## config.mk

```make
export PLATFORM = sky130hd
export DESIGN_NAME = gat_top
export DESIGN_NICKNAME = d
export VERILOG_FILES = /design/src/design/gat_cfg_pkg.sv /design/src/design/gat_mem_pkg.sv /design/src/design/feature_writeback.sv /design/src/design/gat_memory.sv /design/src/design/gat_top.sv /design/src/design/spmm_scheduler.sv /design/src/design/wh_accumulator.sv
export SDC_FILE = /design/constraint.sdc
export NUM_CORES = 2
export LEC_CHECK = 0
export ABC_AREA = 1
export BUFFER_PORTS_ARGS = -buffer_cell sky130_fd_sc_hd__buf_2
export CELL_PAD_IN_SITES_DETAIL_PLACEMENT = 1
export CELL_PAD_IN_SITES_GLOBAL_PLACEMENT = 1
export CORE_UTILIZATION = 55
export DETAILED_ROUTE_END_ITERATION = 7
export HOLD_SLACK_MARGIN = 0.05
export PLACE_DENSITY = 0.87
export SLEW_MARGIN = 20
export SYNTH_ARGS = -nofsm -noshare
export SYNTH_HDL_FRONTEND = slang
export SYNTH_SLANG_ARGS = --single-unit
```

## constraint.sdc

```tcl
create_clock -name clk -period 7.9 [get_ports clk]
set_input_delay 0.79 -clock clk [delete_from_list [all_inputs] [get_ports clk]]
set_output_delay 0.79 -clock clk [all_outputs]
set_load 0.02 [all_outputs]
```

## src/design/gat_cfg_pkg.sv

```systemverilog
// Graph and matrix dimensions, derived widths and value typedefs
package gat_cfg_pkg;

  // ==========================================================================
  // Dimensions
  // ==========================================================================
  localparam int num_nodes    = 8;
  localparam int num_feat_in  = 8;
  localparam int num_feat_out = 4;
  localparam int h_depth      = 32;
  localparam int feat_depth   = num_nodes * num_feat_out;

  localparam int data_w = 8;
  // Holds num_feat_in products of two full-scale values
  localparam int acc_w  = 20;

  // Derived widths
  localparam int col_w       = $clog2(num_feat_in);
  localparam int node_w      = $clog2(num_nodes);
  localparam int row_len_w   = $clog2(num_feat_in + 1);
  localparam int h_addr_w    = $clog2(h_depth);
  localparam int feat_addr_w = $clog2(feat_depth);
  localparam int lane_w      = $clog2(num_feat_out);

  // ==========================================================================
  // Value types
  // ==========================================================================
  typedef logic [data_w-1:0]      value_t;
  typedef logic [col_w-1:0]       col_t;
  typedef logic [node_w-1:0]      node_t;
  typedef logic [row_len_w-1:0]   row_len_t;
  typedef logic [h_addr_w-1:0]    h_addr_t;
  typedef logic [feat_addr_w-1:0] feat_addr_t;
  typedef logic [lane_w-1:0]      lane_t;
  typedef logic [acc_w-1:0]       acc_t;

endpackage

```

## src/design/gat_mem_pkg.sv

```systemverilog
// Memory record formats and host write-port structs
package gat_mem_pkg;

  // ==========================================================================
  // Stored records
  // ==========================================================================

  // One nonzero of H
  typedef struct packed {
    gat_cfg_pkg::value_t value;
    gat_cfg_pkg::col_t   col;
  } h_entry_t;

  // Whole W row, lane 0 in the low bits
  typedef gat_cfg_pkg::value_t [gat_cfg_pkg::num_feat_out-1:0] wgt_row_t;

  // ==========================================================================
  // Write ports
  // ==========================================================================
  typedef struct packed {
    logic                   en;
    gat_cfg_pkg::h_addr_t   addr;
    h_entry_t               data;
  } h_data_wr_t;

  typedef struct packed {
    logic                   en;
    gat_cfg_pkg::node_t     addr;
    gat_cfg_pkg::row_len_t  data;
  } node_info_wr_t;

  typedef struct packed {
    logic                   en;
    gat_cfg_pkg::col_t      addr;
    wgt_row_t               data;
  } wgt_wr_t;

  // Core side, one output feature per write
  typedef struct packed {
    logic                    en;
    gat_cfg_pkg::feat_addr_t addr;
    gat_cfg_pkg::acc_t       data;
  } feat_wr_t;

endpackage

```

## src/design/feature_writeback.sv

```systemverilog
// Serializer of node vectors into feature memory writes
`timescale 1ns/1ps

module feature_writeback (
  input  logic                  clk,
  input  logic                  rst_n,
  input  logic                  vec_valid,
  input  gat_cfg_pkg::acc_t [gat_cfg_pkg::num_feat_out-1:0] vec,
  output gat_mem_pkg::feat_wr_t feat_wr,
  output logic                  wb_done
);

  gat_cfg_pkg::acc_t [gat_cfg_pkg::num_feat_out-1:0] vec_q;

  logic               busy;
  gat_cfg_pkg::node_t node_q;
  gat_cfg_pkg::lane_t lane;
  logic               last_lane;

  assign last_lane = (lane == gat_cfg_pkg::lane_t'(gat_cfg_pkg::num_feat_out - 1));

  // Address is node * num_feat_out + lane
  always_comb begin
    feat_wr.en   = busy;
    feat_wr.addr = gat_cfg_pkg::feat_addr_t'(node_q) *
                   gat_cfg_pkg::feat_addr_t'(gat_cfg_pkg::num_feat_out) +
                   gat_cfg_pkg::feat_addr_t'(lane);
    feat_wr.data = vec_q[lane];
  end

  always_ff @(posedge clk or negedge rst_n) begin
    if (!rst_n) begin
      busy    <= 1'b0;
      node_q  <= '0;
      lane    <= '0;
      wb_done <= 1'b0;
    end else begin
      wb_done <= busy && last_lane;
      if (vec_valid) begin
        busy <= 1'b1;
        lane <= '0;
      end else if (busy) begin
        lane <= lane + 1'b1;
        if (last_lane) begin
          busy   <= 1'b0;
          node_q <= node_q + 1'b1;
        end
      end
    end
  end

  always_ff @(posedge clk) begin
    if (vec_valid) vec_q <= vec;
  end

endmodule

```

## src/design/gat_memory.sv

```systemverilog
// Block memories for H entries, row lengths, weights and output features
`timescale 1ns/1ps

module gat_memory (
  input  logic                       clk,
  input  logic                       rst_n,

  input  gat_mem_pkg::h_data_wr_t    h_data_wr,
  input  gat_mem_pkg::node_info_wr_t node_info_wr,
  input  gat_mem_pkg::wgt_wr_t       wgt_wr,
  input  gat_mem_pkg::feat_wr_t      feat_wr,

  input  gat_cfg_pkg::h_addr_t       h_addr,
  output gat_mem_pkg::h_entry_t      h_entry,
  input  gat_cfg_pkg::node_t         node_info_addr,
  output gat_cfg_pkg::row_len_t      node_row_len,
  input  gat_cfg_pkg::col_t          wgt_addr,
  output gat_mem_pkg::wgt_row_t      wgt_row,
  input  gat_cfg_pkg::feat_addr_t    feat_addr,
  output gat_cfg_pkg::acc_t          feat_dout
);

  gat_mem_pkg::h_entry_t h_mem    [gat_cfg_pkg::h_depth];
  gat_cfg_pkg::row_len_t info_mem [gat_cfg_pkg::num_nodes];
  gat_mem_pkg::wgt_row_t wgt_mem  [gat_cfg_pkg::num_feat_in];
  gat_cfg_pkg::acc_t     feat_mem [gat_cfg_pkg::feat_depth];

  // ==========================================================================
  // Write side
  // ==========================================================================
  always_ff @(posedge clk) begin
    if (h_data_wr.en) begin
      h_mem[h_data_wr.addr] <= h_data_wr.data;
    end
    if (node_info_wr.en) begin
      info_mem[node_info_wr.addr] <= node_info_wr.data;
    end
    if (wgt_wr.en) begin
      wgt_mem[wgt_wr.addr] <= wgt_wr.data;
    end
    // Written by the core, read by the host
    if (feat_wr.en) begin
      feat_mem[feat_wr.addr] <= feat_wr.data;
    end
  end

  // ==========================================================================
  // Read side, one cycle latency
  // ==========================================================================
  always_ff @(posedge clk or negedge rst_n) begin
    if (!rst_n) begin
      h_entry      <= '0;
      node_row_len <= '0;
      wgt_row      <= '0;
      feat_dout    <= '0;
    end else begin
      h_entry      <= h_mem[h_addr];
      node_row_len <= info_mem[node_info_addr];
      wgt_row      <= wgt_mem[wgt_addr];
      feat_dout    <= feat_mem[feat_addr];
    end
  end

endmodule

```

## src/design/gat_top.sv

```systemverilog
// Top level of the sparse feature transform core
`timescale 1ns/1ps

module gat_top (
  input  logic                       clk,
  input  logic                       rst_n,
  input  gat_mem_pkg::h_data_wr_t    h_data_wr,
  input  gat_mem_pkg::node_info_wr_t node_info_wr,
  input  gat_mem_pkg::wgt_wr_t       wgt_wr,
  input  logic                       h_data_load_done,
  input  logic                       node_info_load_done,
  input  logic                       wgt_load_done,
  input  gat_cfg_pkg::feat_addr_t    feat_addr,
  output gat_cfg_pkg::acc_t          feat_dout,
  output logic                       gat_ready
);

  gat_cfg_pkg::h_addr_t  h_addr;
  gat_mem_pkg::h_entry_t h_entry;
  gat_cfg_pkg::node_t    node_info_addr;
  gat_cfg_pkg::row_len_t node_row_len;
  gat_cfg_pkg::col_t     wgt_addr;
  gat_mem_pkg::wgt_row_t wgt_row;
  gat_mem_pkg::feat_wr_t feat_wr;
  logic                  h_valid;
  logic                  h_last;
  logic                  row_empty;
  logic                  vec_valid;
  logic                  wb_done;

  gat_cfg_pkg::acc_t [gat_cfg_pkg::num_feat_out-1:0] vec;

  // ==========================================================================
  // Memories and datapath
  // ==========================================================================
  gat_memory u_gat_memory (.*);

  spmm_scheduler u_spmm_scheduler (.*);

  wh_accumulator u_wh_accumulator (.*);

  feature_writeback u_feature_writeback (.*);

endmodule

```

## src/design/spmm_scheduler.sv

```systemverilog
// Node walker FSM issuing H reads and raising gat_ready
`timescale 1ns/1ps

module spmm_scheduler (
  input  logic                  clk,
  input  logic                  rst_n,
  input  logic                  h_data_load_done,
  input  logic                  node_info_load_done,
  input  logic                  wgt_load_done,
  output gat_cfg_pkg::node_t    node_info_addr,
  input  gat_cfg_pkg::row_len_t node_row_len,
  output gat_cfg_pkg::h_addr_t  h_addr,
  output logic                  h_valid,
  output logic                  h_last,
  output logic                  row_empty,
  input  logic                  wb_done,
  output logic                  gat_ready
);

  typedef enum logic [2:0] {
    S_WAIT_LOAD,
    S_FETCH_INFO,
    S_STREAM,
    S_WAIT_WB,
    S_DONE
  } state_t;

  state_t                state;
  gat_cfg_pkg::node_t    node_idx;
  logic                  last_node;
  gat_cfg_pkg::h_addr_t  h_ptr;
  gat_cfg_pkg::row_len_t rows_left;
  logic                  all_loaded;
  logic                  row_finish;

  assign all_loaded = h_data_load_done && node_info_load_done && wgt_load_done;

  // Empty row at info fetch, or final entry going out
  assign row_finish = (state == S_FETCH_INFO && node_row_len == '0) ||
                      (state == S_STREAM && rows_left == gat_cfg_pkg::row_len_t'(1));

  assign node_info_addr = node_idx;
  assign h_addr         = h_ptr;
  assign gat_ready      = (state == S_DONE);

  always_ff @(posedge clk or negedge rst_n) begin
    if (!rst_n) begin
      state     <= S_WAIT_LOAD;
      node_idx  <= '0;
      last_node <= 1'b0;
      h_ptr     <= '0;
      rows_left <= '0;
      h_valid   <= 1'b0;
      h_last    <= 1'b0;
      row_empty <= 1'b0;
    end else begin
      h_valid   <= 1'b0;
      h_last    <= 1'b0;
      row_empty <= 1'b0;

      // Next row length is read while the current node writes back
      if (row_finish) begin
        node_idx  <= node_idx + 1'b1;
        last_node <= (node_idx == gat_cfg_pkg::node_t'(gat_cfg_pkg::num_nodes - 1));
      end

      case (state)
        S_WAIT_LOAD: begin
          if (all_loaded) state <= S_FETCH_INFO;
        end
        S_FETCH_INFO: begin
          rows_left <= node_row_len;
          if (node_row_len == '0) begin
            row_empty <= 1'b1;
            state     <= S_WAIT_WB;
          end else begin
            state <= S_STREAM;
          end
        end
        S_STREAM: begin
          // h_valid and h_last line up with the registered h_entry
          h_valid   <= 1'b1;
          h_last    <= row_finish;
          h_ptr     <= h_ptr + 1'b1;
          rows_left <= rows_left - 1'b1;
          if (row_finish) state <= S_WAIT_WB;
        end
        S_WAIT_WB: begin
          if (wb_done) state <= last_node ? S_DONE : S_FETCH_INFO;
        end
        S_DONE: begin
          state <= S_DONE;
        end
        default: state <= S_WAIT_LOAD;
      endcase
    end
  end

endmodule

```

## src/design/wh_accumulator.sv

```systemverilog
// Weight-row fetch and multiply-accumulate pipeline
`timescale 1ns/1ps

module wh_accumulator (
  input  logic                  clk,
  input  logic                  rst_n,
  input  gat_mem_pkg::h_entry_t h_entry,
  input  logic                  h_valid,
  input  logic                  h_last,
  input  logic                  row_empty,
  output gat_cfg_pkg::col_t     wgt_addr,
  input  gat_mem_pkg::wgt_row_t wgt_row,
  output logic                  vec_valid,
  output gat_cfg_pkg::acc_t [gat_cfg_pkg::num_feat_out-1:0] vec
);

  logic                s1_valid;
  logic                s1_last;
  gat_cfg_pkg::value_t s1_value;

  gat_cfg_pkg::acc_t [gat_cfg_pkg::num_feat_out-1:0] lanes;
  gat_cfg_pkg::acc_t [gat_cfg_pkg::num_feat_out-1:0] sums;

  // Column index selects the W row
  assign wgt_addr = h_entry.col;

  // ==========================================================================
  // Multiply-accumulate, one lane per output feature
  // ==========================================================================
  always_comb begin
    for (int i = 0; i < gat_cfg_pkg::num_feat_out; i++) begin
      sums[i] = lanes[i] + gat_cfg_pkg::acc_t'(s1_value) * gat_cfg_pkg::acc_t'(wgt_row[i]);
    end
  end

  always_ff @(posedge clk or negedge rst_n) begin
    if (!rst_n) begin
      s1_valid  <= 1'b0;
      s1_last   <= 1'b0;
      vec_valid <= 1'b0;
      lanes     <= '0;
    end else begin
      s1_valid  <= h_valid;
      s1_last   <= h_valid && h_last;
      vec_valid <= s1_last || row_empty;
      // Lanes restart for the next node once its vector leaves
      if (s1_last || row_empty) begin
        lanes <= '0;
      end else if (s1_valid) begin
        lanes <= sums;
      end
    end
  end

  // Value waits here while its weight row is read
  always_ff @(posedge clk) begin
    if (h_valid) begin
      s1_value <= h_entry.value;
    end
    if (s1_last) begin
      vec <= sums;
    end else if (row_empty) begin
      vec <= '0;
    end
  end

endmodule

```

==> results.sh <==
export IMPL_status="finished clean"
export IMPL_max_cap_violations=0
export IMPL_worstPathMaxFanout=32
export IMPL_yosysSeqAreaShare_pct=63.52
export IMPL_async_reset_ff_share_pct=10.84
export IMPL_yosys_top_cells_area="edfxtp_1, nand2_1, dfrtp_1"
export IMPL_via_per_inst=6.043
export IMPL_num_rows=135
export IMPL_synth_area_mux_share_pct=0
export IMPL_syn_num_nets=7382
export IMPL_area_delta_synth_final_pct=9.699
export IMPL_synth_area_sq_um=75390
export IMPL_netlist_area_leader_share_pct=57.67
export IMPL_cts_max_level=4
export IMPL_ant_nets=0
export IMPL_dieArea_sq_um=138600
export IMPL_path_buf_inv=4
export IMPL_cts_resized=0
export IMPL_met3_usage_pct=4.774
export IMPL_drt_drc_violations_left=0
export IMPL_grt_use_met1_pct=39.94
export IMPL_synth_top_family_by_area="simple AND/OR/NAND/NOR gates"
export IMPL_start_util_pct=55.51
export IMPL_clk_latency_ns=0.82
export IMPL_max_slew_margin_pct=24.12
export IMPL_cts_root_buf="clkbuf_16"
export IMPL_syn_avg_cell_area_sq_um=10.87
export IMPL_gp_congestion=0.8236
export IMPL_post_drt_wl_per_cell_um=25.71
export IMPL_synth_fa_ha_area_share_pct=8.198
export IMPL_hold_viol=0
export IMPL_slowest_delay_ns=0.62
export IMPL_hpwl_um=135000
export IMPL_cts_setup_buffers=0
export IMPL_finalCriticalPeriod_ns=4.943
export IMPL_worst_setup_path_end_kind="flip-flop"
export IMPL_hp_class="input pin to flip-flop"
export IMPL_grtUsageMet2_pct=58.05
export IMPL_path_class="flip-flop to flip-flop"
export IMPL_worst_pin_slew_ns=1.134
export IMPL_synth_simple_area_share_pct=17.95
export IMPL_wirelength_um=227900
export IMPL_track_usage_pct=33.12
export IMPL_fmax_mhz=202.3
export IMPL_setup_viol=0
export IMPL_first_global_vias=57898
export IMPL_cts_tree="built"
export IMPL_synth_xor_area_share_pct=0.4298
export IMPL_post_route_util_pct=60.90
export IMPL_cts_sinks=1624
export IMPL_grt_max_degree=198
export IMPL_drive_above_1_share_pct=7.187
export IMPL_required_ns=8.41
export IMPL_grt_pass1_wl_um=345100
export IMPL_drt_iter0_markers=5086
export IMPL_io_buffers=91
export IMPL_arrival_ns=5.46
export IMPL_yosysMostFrequentCell="nand2_1"
export IMPL_synth_compound_area_share_pct=3.688
export IMPL_cp_start_kind="flip-flop"
export IMPL_first_pass_iters=6
export IMPL_io_pins=92
export IMPL_synth_edf_count=1448
export IMPL_timing_critical_path_max_delay_family="adder cells"
export IMPL_cts_hold_buf=1
export IMPL_fin_tns_setup_ns=0
export IMPL_die_w_um=372.2
export IMPL_yosysTopAreaCell="edfxtp_1"
export IMPL_synth_ff_type="edfxtp_1"
export IMPL_final_nets=7389
export IMPL_antenna_found_initial=5
export IMPL_yosys_warnings=0
export IMPL_syn_inst=6937
export IMPL_clkTransAtPathRegs_ns=0.06
export IMPL_slowest_stage="fa_1"
export IMPL_cts_made_buffers=165
export IMPL_cts_buffer_depth=3
export IMPL_fp_coreArea_sq_um=135800
export IMPL_drv_slew=0
export IMPL_die_height_um=372.2
export IMPL_ys_top_cells_by_count="nand2_1, edfxtp_1, inv_1"
export IMPL_synth_cell_types=34
export IMPL_period_share_pct=62.57
export IMPL_finClkSkew_ns=0.04449
export IMPL_ys_ff_latch=1624
export IMPL_grt_busiest_layer="met2"
export IMPL_grt_overflow_total=0
export IMPL_vias=53568
export IMPL_rsz0062_at_grt="no"
export IMPL_cp_cell_sequence="buf_4 -> nand2_1 -> fa_1 -> inv_1 -> fa_1 -> inv_1 -> fa_1 -> fa_1 -> inv_1 -> ha_1 -> or2_2 -> nand3_1 -> nand2_1 -> nand2_1 -> nand3b_1 -> nand2_1 -> nor2_1"
## kinds of logic (layout without fill, tap and decap cells)
group,after synthesis,in the layout
and+or+nand+nor,3324,3324
DFF,1624,1624
buffers and inverters,1103,1248
AOI/OAI and AO/OA,475,475
adders and majority gates,374,374
xor gates and xnor gates,37,37
other,0,1
## layout by cell type (no fill, tap or decap), types with 4 or more instances in the layout
cell type | Yosys | routed
clkinvlp_4 | 0 | 4
buf_2 | 121 | 87
clkbuf_1 | 126 | 57
clkinv_2 | 0 | 21
clkbuf_8 | 0 | 11
dfrtp_1 | 176 | 171
edfxtp_1 | 1448 | 1448
o32ai_1 | 72 | 72
nor3_1 | 16 | 16
o21ai_1 | 31 | 31
xor2_1 | 16 | 16
and2_1 | 22 | 22
or2_2 | 6 | 6
o211ai_1 | 23 | 23
xnor2_1 | 21 | 21
nor2_1 | 677 | 624
a21oi_1 | 54 | 54
nand2_1 | 1857 | 1857
inv_2 | 5 | 5
nor2_2 | 1 | 45
nor2_4 | 0 | 9
fa_1 | 200 | 200
bufinv_16 | 0 | 9
nand3b_1 | 9 | 9
buf_4 | 15 | 96
o22ai_1 | 36 | 16
ha_1 | 174 | 174
nand3_1 | 731 | 731
clkinv_1 | 0 | 28
clkbuf_16 | 0 | 171
a22o_1 | 7 | 7
dfrtp_4 | 0 | 5
inv_1 | 743 | 739
o22ai_2 | 0 | 17
o21ai_0 | 251 | 251
## worst paths after layout
check / startpoint / end / slack, ns / depth (start not counted)
hold reg to reg: u_gat_memory.h_entry[8]$_DFF_PN0_ / u_wh_accumulator.s1_value[5]$_DFFE_PP_ / 0.40 / 0
max in group asynchronous: rst_n / u_spmm_scheduler.h_addr[0]$_DFFE_PN0P_ / 5.68 / 3
hold / removal: wgt_wr[28] / u_gat_memory.wgt_mem[1][28]$_DFFE_PP_ / 0.25 / 1
setup / recovery: u_wh_accumulator.s1_value[6]$_DFFE_PP_ / u_wh_accumulator.vec[73]$_SDFFCE_PN0N_ / 2.96 / 17
min in group asynchronous: rst_n / u_gat_memory.feat_dout[8]$_DFF_PN0_ / 0.56 / 2
setup reg to reg: u_wh_accumulator.s1_value[6]$_DFFE_PP_ / u_wh_accumulator.vec[73]$_SDFFCE_PN0N_ / 2.96 / 17
## cell type report
| type | count | area, sq um |
|---|---|---|
| diodes | 1 | 2.502 |
| clock buffers | 239 | 4644 |
| clock inverters | 66 | 616.8 |
| fillers | 14033 | 53100 |
| inverters | 751 | 2835 |
| multi-input cells | 4210 | 23140 |
| flip-flops and latches | 1624 | 47900 |
| well taps | 1781 | 2228 |
| repair buffers | 192 | 1330 |
## metal layers
layer / wire length, um / share of wire (%) / vias to the layer above
li1: - / - / 23057
met1: 85060 / 37 / 27287
met2: 116600 / 51 / 2575
met5: 64 / 0.028 / -
met3: 15290 / 6.7 / 639
met4: 10870 / 4.8 / 10
## stage by stage
stage	worst slack, ns	instances	area (sq um)	hold slack (ns)
final	2.957	8864	82700	0.2498
after global routing	2.798	8863	82700	0.2450
after CTS	3.031	8860	82580	0.2059
after detailed placement	3.232	8554	77310	0.4063
after global placement	3.442	8554	77310	0.4037
after floorplan	3.745	6937	75390	0.4003
## flip-flops by register name, indices dropped and copies added, names as in the netlist, 5 cells and up
signal                     count
u_spmm_scheduler.h_addr        5
u_gat_memory.feat_mem        640
u_feature_writeback.vec_q     80
u_wh_accumulator.s1_value      8
u_gat_memory.h_entry          11
u_wh_accumulator.vec          80
u_gat_memory.wgt_mem         256
u_gat_memory.h_mem           352
u_gat_memory.feat_dout        20
u_gat_memory.info_mem         32
u_gat_memory.wgt_row          32
u_wh_accumulator.lanes        80
## worst reg2reg max path: stages, from the launching register on
cell      delay (ns)
edfxtp_1        0.36
buf_4           0.42
nand2_1         0.24
fa_1            0.62
inv_1           0.08
fa_1            0.52
inv_1           0.06
fa_1            0.49
fa_1            0.49
inv_1           0.04
ha_1            0.32
or2_2           0.33
nand3_1         0.11
nand2_1         0.13
nand2_1         0.14
nand3b_1        0.13
nand2_1         0.12
nor2_1          0.05
Power is left out: the tool's default activity adds up to more than one toggle a clock period on the data nets, which glitch-free logic cannot reach.
